### config.mk
export PLATFORM = sky130hd
export DESIGN_NAME = chan_io_top
export DESIGN_NICKNAME = d
export VERILOG_FILES = /design/src/chan_io_pkg.sv /design/src/io_bus_if.sv /design/src/chan_io_block.sv /design/src/chan_io_top.sv /design/src/io_addr_decoder.sv /design/src/io_read_mux.sv
export SDC_FILE = /design/constraint.sdc
export NUM_CORES = 1
export LEC_CHECK = 0
export BUFFER_PORTS_ARGS = -buffer_cell sky130_fd_sc_hd__buf_2
export CAP_MARGIN = 5
export CELL_PAD_IN_SITES_DETAIL_PLACEMENT = 1
export CELL_PAD_IN_SITES_GLOBAL_PLACEMENT = 1
export CORE_AREA = 5 5 154 126
export DETAILED_ROUTE_END_ITERATION = 10
export DIE_AREA = 0 0 159 131
export PLACE_DENSITY = 0.89
export REMOVE_ABC_BUFFERS = 1
export SETUP_SLACK_MARGIN = 0.1
export SLEW_MARGIN = 15
export SYNTH_ARGS = -nofsm -noshare
export SYNTH_HDL_FRONTEND = slang
export SYNTH_HIERARCHICAL = 1
export SYNTH_SLANG_ARGS = --single-unit
### constraint.sdc
create_clock -name io_clk -period 5.4 [get_ports io_clk]
set_input_delay 0.54 -clock io_clk [delete_from_list [all_inputs] [get_ports io_clk]]
set_output_delay 0.54 -clock io_clk [all_outputs]
set_load 0.03 [all_outputs]
### src/chan_io_pkg.sv
// channel I/O package: bus widths, register offsets and link status layout

package chan_io_pkg;

  ////////////////////////////////////////////////////////////////////////////
  // bus widths
  localparam int DATA_W       = 32;  // host read / write data
  localparam int ADDR_W       = 32;  // full host address
  localparam int CHAN_ADDR_W  = 20;  // left after the 12-bit base field
  localparam int CHAN_SEL_LSB = 16;  // channel number sits in [19:16]

  // link side widths
  localparam int STATUS_W   = 9;  // status bits per channel
  localparam int LOOPBACK_W = 3;  // loopback setting to the link

  ////////////////////////////////////////////////////////////////////////////
  // register offsets inside one channel, taken from addr[3:0]
  // anything not listed here reads back as zero
  typedef enum logic [3:0] {
    REG_LIVE_STATUS = 4'd0,  // sampled link status, read only
    REG_LOOPBACK    = 4'd1,  // read / write, 3 lsbs go to the link
    REG_ERR_LATCH   = 4'd2   // sticky errors, write one to clear
  } reg_addr_e;

  ////////////////////////////////////////////////////////////////////////////
  // link status, channel_up is bit 0 and link_reset is bit 8
  typedef struct packed {
    logic link_reset;      // [8]
    logic rx_resetdone;    // [7]
    logic tx_resetdone;    // [6]
    logic pll_not_locked;  // [5]
    logic soft_err;        // [4]
    logic hard_err;        // [3]
    logic frame_err;       // [2]
    logic lane_up;         // [1]
    logic channel_up;      // [0]
  } chan_status_t;

  // the error bits that get latched in the sticky register
  localparam chan_status_t ERR_LATCH_MASK = '{
    frame_err : 1'b1,
    hard_err  : 1'b1,
    soft_err  : 1'b1,
    default   : 1'b0
  };

endpackage

### src/io_bus_if.sv
// per-channel slice of the host I/O bus between decoder, channel and read mux

interface io_bus_if
  import chan_io_pkg::*;
();

  // request side, from the decoder
  logic                   sel;      // this channel is addressed
  logic                   sync;     // one cycle strobe starting the operation
  logic [CHAN_ADDR_W-1:0] addr;     // low address bits, base already checked
  logic                   rd_en;    // read operation
  logic                   wr_en;    // write operation
  logic [DATA_W-1:0]      wr_data;  // write payload

  // answer side, from the channel block
  logic [DATA_W-1:0]      rd_data;  // registered readback
  logic                   rd_ack;   // one cycle, rd_data valid

  // decoder drives the request
  modport decoder_mp (
    output sel, sync, addr, rd_en, wr_en, wr_data
  );

  // channel takes the request and answers reads
  modport chan_mp (
    input  sel, sync, addr, rd_en, wr_en, wr_data,
    output rd_data, rd_ack
  );

  // read mux only looks at the answers
  modport mux_mp (
    input rd_data, rd_ack
  );

endinterface

### src/chan_io_block.sv
// channel register block: live link status, loopback control and sticky errors

module chan_io_block
  import chan_io_pkg::*;
(
  input  logic                  io_clk,        // bus clock
  input  logic                  rst_n,         // sync, active low
  io_bus_if.chan_mp             bus,           // this channel's bus slice
  input  chan_status_t          status,        // link status, already on io_clk
  output logic [LOOPBACK_W-1:0] loopback_set   // to the link loopback port
);

  reg_addr_e            reg_off;        // register offset from addr[3:0]
  logic                 wr_hit;         // write strobe for this channel
  logic                 rd_hit;         // read strobe for this channel
  logic [DATA_W-1:0]    live_status_q;  // sampled status, upper bits zero
  logic [DATA_W-1:0]    loopback_q;     // full width loopback register
  logic [STATUS_W-1:0]  err_q;          // sticky error bits
  logic [STATUS_W-1:0]  err_clr;        // write-one-to-clear mask
  logic [STATUS_W-1:0]  err_d;          // next sticky value
  logic [DATA_W-1:0]    rd_data_q;      // readback register
  logic                 rd_ack_q;       // readback valid

  ////////////////////////////////////////////////////////////////////////////
  // request decode

  assign reg_off = reg_addr_e'(bus.addr[3:0]);  // upper offset bits ignored
  assign wr_hit  = bus.sync & bus.sel & bus.wr_en;
  assign rd_hit  = bus.sync & bus.sel & bus.rd_en;

  // live status
  // sampled every cycle, so a read sees the inputs from one edge before
  // the readback register loads
  always_ff @(posedge io_clk) begin
    live_status_q <= DATA_W'(status);  // zero extend to bus width
  end

  // loopback register
  // all 32 bits are kept and read back, only the low ones reach the link
  always_ff @(posedge io_clk) begin
    if (!rst_n) begin
      loopback_q <= '0;
    end else if (wr_hit && (reg_off == REG_LOOPBACK)) begin
      loopback_q <= bus.wr_data;
    end
  end

  assign loopback_set = loopback_q[LOOPBACK_W-1:0];  // 3 lsbs

  ////////////////////////////////////////////////////////////////////////////
  // sticky error register
  // frame, hard and soft errors latch at their status bit positions.
  // A one written to a bit clears it, but an error present in the same
  // cycle sets it again, so a coincident error is never lost.

  assign err_clr = (wr_hit && (reg_off == REG_ERR_LATCH)) ?
                   bus.wr_data[STATUS_W-1:0] : '0;

  assign err_d = (err_q & ~err_clr) | (status & ERR_LATCH_MASK);  // new err wins

  always_ff @(posedge io_clk) begin
    if (!rst_n) begin
      err_q <= '0;
    end else begin
      err_q <= err_d;
    end
  end

  ////////////////////////////////////////////////////////////////////////////
  // readback
  // ack goes high one cycle after the strobe, data loads with it

  always_ff @(posedge io_clk) begin
    if (!rst_n) begin
      rd_ack_q <= 1'b0;
    end else begin
      rd_ack_q <= rd_hit;  // one cycle pulse per read strobe
    end
  end

  always_ff @(posedge io_clk) begin
    if (rd_hit) begin
      case (reg_off)
        REG_LIVE_STATUS: rd_data_q <= live_status_q;
        REG_LOOPBACK:    rd_data_q <= loopback_q;
        REG_ERR_LATCH:   rd_data_q <= DATA_W'(err_q);
        default:         rd_data_q <= '0;  // unmapped offset, still acked
      endcase
    end
  end

  assign bus.rd_data = rd_data_q;
  assign bus.rd_ack  = rd_ack_q;

endmodule

### src/chan_io_top.sv
// channel I/O top: host bus decode, per-channel register blocks and read mux

module chan_io_top
  import chan_io_pkg::*;
#(
  parameter int          NUM_CHAN  = 2,       // 1 to 16 channels
  parameter logic [11:0] BASE_ADDR = 12'h80A  // window in addr[31:20]
) (
  input  logic                           io_clk,
  input  logic                           rst_n,         // sync, active low
  // host bus
  input  logic                           io_sync,       // one cycle strobe
  input  logic [ADDR_W-1:0]              io_addr,
  input  logic                           io_rd_en,
  input  logic                           io_wr_en,
  input  logic [DATA_W-1:0]              io_wr_data,
  output logic [DATA_W-1:0]              io_rd_data,
  output logic                           io_rd_ack,     // two cycles after strobe
  // link side, channel 0 in the low bits
  input  logic [NUM_CHAN*STATUS_W-1:0]   status_in,
  output logic [NUM_CHAN*LOOPBACK_W-1:0] loopback_set
);

  // one bus slice per channel
  io_bus_if chan_bus [NUM_CHAN] ();

  ////////////////////////////////////////////////////////////////////////////
  // decode, combinational

  io_addr_decoder #(
    .NUM_CHAN  (NUM_CHAN),
    .BASE_ADDR (BASE_ADDR)
  ) decoder_i (
    .io_sync    (io_sync),
    .io_addr    (io_addr),
    .io_rd_en   (io_rd_en),
    .io_wr_en   (io_wr_en),
    .io_wr_data (io_wr_data),
    .chan_bus   (chan_bus)
  );

  ////////////////////////////////////////////////////////////////////////////
  // channel blocks, first read stage

  for (genvar i = 0; i < NUM_CHAN; i++) begin : g_chan
    chan_io_block chan_i (
      .io_clk       (io_clk),
      .rst_n        (rst_n),
      .bus          (chan_bus[i]),
      .status       (chan_status_t'(status_in[i*STATUS_W +: STATUS_W])),
      .loopback_set (loopback_set[i*LOOPBACK_W +: LOOPBACK_W])
    );
  end

  ////////////////////////////////////////////////////////////////////////////
  // read mux, second read stage

  io_read_mux #(
    .NUM_CHAN (NUM_CHAN)
  ) read_mux_i (
    .io_clk     (io_clk),
    .rst_n      (rst_n),
    .chan_bus   (chan_bus),
    .io_rd_data (io_rd_data),
    .io_rd_ack  (io_rd_ack)
  );

endmodule

### src/io_addr_decoder.sv
// address decoder: checks the base address and selects one channel on the bus

module io_addr_decoder
  import chan_io_pkg::*;
#(
  parameter int          NUM_CHAN  = 2,       // channels behind this decoder
  parameter logic [11:0] BASE_ADDR = 12'h80A  // required in addr[31:20]
) (
  input  logic              io_sync,     // strobe from the host
  input  logic [ADDR_W-1:0] io_addr,     // full host address
  input  logic              io_rd_en,    // read
  input  logic              io_wr_en,    // write
  input  logic [DATA_W-1:0] io_wr_data,  // write data
  io_bus_if.decoder_mp      chan_bus [NUM_CHAN]
);

  localparam int SEL_W = 4;  // width of the channel number field

  logic             base_hit;  // top 12 bits match our window
  logic [SEL_W-1:0] chan_num;  // channel field of the address

  ////////////////////////////////////////////////////////////////////////////
  // common decode

  assign base_hit = (io_addr[ADDR_W-1:CHAN_ADDR_W] == BASE_ADDR);
  assign chan_num = io_addr[CHAN_SEL_LSB +: SEL_W];

  ////////////////////////////////////////////////////////////////////////////
  // fan out to the channels
  // only indices below NUM_CHAN exist, so a larger channel number selects
  // nothing and a read to it is never acknowledged

  for (genvar i = 0; i < NUM_CHAN; i++) begin : g_chan
    // select only the one matching channel
    assign chan_bus[i].sel     = base_hit & (chan_num == SEL_W'(i));
    // the rest is broadcast, sel qualifies it in the channel
    assign chan_bus[i].sync    = io_sync;
    assign chan_bus[i].addr    = io_addr[CHAN_ADDR_W-1:0];  // low 20 bits
    assign chan_bus[i].rd_en   = io_rd_en;
    assign chan_bus[i].wr_en   = io_wr_en;
    assign chan_bus[i].wr_data = io_wr_data;
  end

endmodule

### src/io_read_mux.sv
// read mux: merges the channel answers into one registered read data and ack

module io_read_mux
  import chan_io_pkg::*;
#(
  parameter int NUM_CHAN = 2  // channels feeding the mux
) (
  input  logic              io_clk,      // bus clock
  input  logic              rst_n,       // sync, active low
  io_bus_if.mux_mp          chan_bus [NUM_CHAN],
  output logic [DATA_W-1:0] io_rd_data,  // to the host
  output logic              io_rd_ack    // to the host
);

  logic [NUM_CHAN-1:0] ack_vec;                 // per channel ack
  logic [DATA_W-1:0]   data_gated [NUM_CHAN];   // data of acking channels only
  logic [DATA_W-1:0]   data_or;                 // merged data
  logic                rd_data_ld;              // any channel answering
  logic [DATA_W-1:0]   rd_data_q;
  logic                rd_ack_q;

  ////////////////////////////////////////////////////////////////////////////
  // pull the answers out of the interfaces

  for (genvar i = 0; i < NUM_CHAN; i++) begin : g_chan
    assign ack_vec[i]    = chan_bus[i].rd_ack;
    assign data_gated[i] = chan_bus[i].rd_ack ? chan_bus[i].rd_data : '0;
  end

  // only one channel acks per cycle, so a plain OR is the mux
  always_comb begin
    data_or = '0;
    for (int i = 0; i < NUM_CHAN; i++) begin
      data_or = data_or | data_gated[i];
    end
  end

  assign rd_data_ld = |ack_vec;

  ////////////////////////////////////////////////////////////////////////////
  // output stage

  always_ff @(posedge io_clk) begin
    if (!rst_n) begin
      rd_ack_q <= 1'b0;
    end else begin
      rd_ack_q <= rd_data_ld;
    end
  end

  always_ff @(posedge io_clk) begin
    if (rd_data_ld) begin
      rd_data_q <= data_or;  // holds between reads
    end
  end

  assign io_rd_data = rd_data_q;
  assign io_rd_ack  = rd_ack_q;

endmodule

==> flow_summary.json <==
{
  "status": "complete, no violations",
  "die_x_um": 159,
  "grt_start_max_net_pins": 100,
  "holdPathStages": 1,
  "crit_chain": "buf_2, or4_4, nor4_2, and4_2, buf_4, mux2i_1",
  "hold_class": "input port to flop",
  "clkTransAtPathRegs_ps": 80,
  "vias_per_cell": 5.269,
  "dpl.hpwl_mm": 11.30,
  "cts.sinks": 199,
  "clk_latency_ps": 430,
  "die-area_um2": 20830,
  "finalSetupViolations": 0,
  "irDropWorstVdd_mv": 0.1919,
  "nFillCells": 1900,
  "dr.pass1.iters": 5,
  "yosysWarnings": 6,
  "cp_num_buf_inv": 2,
  "relSlewSlack_pct": 34.84,
  "netlist_area_um2": 8264,
  "crit_fanout": 19,
  "critical-path-max-stage-delay_ps": 640,
  "setup-tns-final_ps": 0,
  "cp-start-kind": "input port",
  "post_cts_buffers": 0,
  "rsz0062_at_grt": "false",
  "globalRouteOverflowTotal": 0,
  "root_buffer": "clkbuf_16",
  "clock_path_buffers": 2,
  "grt_use_total_pct": 17.58,
  "cts_tree": "built",
  "netlist_instances": 694,
  "drive_above_1_share_pct": 22.88,
  "vias": 5016,
  "initial_utilization_pct": 46.47,
  "wl_mm": 18.37,
  "crit_family": "simple AND/OR/NAND/NOR gates",
  "slew_viol_final": 0,
  "grt_pass1_vias": 5481,
  "worst_pin_slew_ps": 977.3,
  "reg2regPathDepth": 1,
  "r2r-start": "g_chan[0].chan_i/bus.rd_ack",
  "fin_skew_ps": 11.23,
  "end_kind": "flop",
  "antenna_found_initial": 3,
  "fmax_mhz": 393.6,
  "crit_type": "input port to flop",
  "power_leakage_nw": 3.273,
  "drcViolationCount": 0,
  "avgSynthCellArea_um2": 11.91,
  "grt_pass1_wl_mm": 28.38,
  "crit_arrival_ps": 2890,
  "reg2reg_slack_ps": 3340,
  "ant_nets": 0,
  "hold_end": "g_chan[0].chan_i/live_status_q[0]",
  "cts_resized": 0,
  "period_share_pct": 47.05,
  "syn2layout_area_growth_pct": 6.964,
  "drt_iter0_drc": 335,
  "critical-path-slowest-cell": "and4_2",
  "wl_per_cell_um": 19.30,
  "nNetsFinal": 795,
  "gp_congestion": 0.7528,
  "io_pins": 126,
  "htree_levels": 4,
  "core-area_um2": 17780,
  "hold_viol": 0,
  "required_ps": 5750,
  "cts_buffers": 17,
  "fp-row-count": 44,
  "cts_hold_buffers": 0,
  "die_y_um": 131,
  "hp-start": "status_in[0]",
  "fin_util_pct": 49.71,
  "power_density_nw_per_um2": 331.3,
  "min_period_ps": 2541,
  "drv_cap": 0,
  "port_buffers": 113,
  "r2r_end": "read_mux_i/io_rd_data[3]"
}
layout by cell type (no fill, tap or decap), types with 7 or more instances in the layout:
cell type	count
a21oi_1	12
a222oi_1	18
a22o_1	32
and2_1	48
buf_2	112
buf_4	7
clkbuf_16	17
dfxtp_1	101
edfxtp_1	96
inv_1	24
mux2i_1	64
nand2_1	140
flip-flops by register name (all words and copies together), names as in the netlist:
register,cells
g_chan.chan_i/bus.rd_ack,2
g_chan.chan_i/bus.rd_data,64
g_chan.chan_i/loopback_q,64
g_chan.chan_i/err_q,18
g_chan.chan_i/live_status_q,18
read_mux_i/io_rd_ack,1
read_mux_i/io_rd_data,32
per-stage QoR:
step / hold slack [ps] / cells / instance area [um2] / setup slack [ps] / total power [W]
floorplan: 411.5 / 570 / 7346 / 2488 / 0.001638
global placement: 418.4 / 919 / 8254 / 2450 / 0.001700
detailed placement: 422.5 / 919 / 8254 / 2340 / 0.001705
CTS: 179.6 / 951 / 8828 / 2816 / 0.002953
global route: 181.0 / 952 / 8840 / 2760 / 0.003022
finish: 198.7 / 952 / 8840 / 2859 / 0.002929
layout make-up:
| cell class | count | area [um2] | share of cell area, % |
|---|---|---|---|
| Antenna cell | 1 | 2.502 | 0.02831 |
| Clock buffer | 18 | 429.2 | 4.855 |
| Clock inverter | 14 | 145.1 | 1.642 |
| Inverter | 24 | 90.09 | 1.019 |
| Multi-Input combinational cell | 347 | 2325 | 26.30 |
| Sequential cell | 199 | 4947 | 55.97 |
| Tap cell | 230 | 287.8 | 3.255 |
| Timing Repair Buffer | 119 | 613.1 | 6.936 |
power breakdown:
| part | internal [W] | leakage (nW) | switching, W |
|---|---|---|---|
| Sequential | 0.00158 | 1.62 | 0.00000433 |
| Clock | 0.000686 | 0.275 | 0.000571 |
| Combinational | 0.0000340 | 1.38 | 0.0000567 |
| Total | 0.00230 | 3.27 | 0.000632 |
metal layers:
layer / share of wire (%) / global-route usage [%]
met5: 0.087 / 0
met4: 1.5 / 6.169
met3: 5.6 / 4.421
met2: 53 / 33.11
met1: 40 / 19.55
worst max-delay path by stage:
stage / slack (ps) / endpoint / depth (start not counted) / start
floorplan: 2490 / g_chan[0].chan_i/loopback_q[0] / 4 / io_addr[27]
global placement: 2450 / g_chan[1].chan_i/loopback_q[5] / 6 / io_addr[27]
detailed placement: 2340 / g_chan[1].chan_i/loopback_q[22] / 6 / io_addr[27]
CTS: 2820 / g_chan[1].chan_i/loopback_q[22] / 6 / io_addr[27]
global route: 2760 / g_chan[1].chan_i/loopback_q[27] / 6 / io_addr[27]
finish: 2860 / g_chan[1].chan_i/loopback_q[22] / 6 / io_addr[27]
Note: power is estimated with default switching activity, not from simulation.
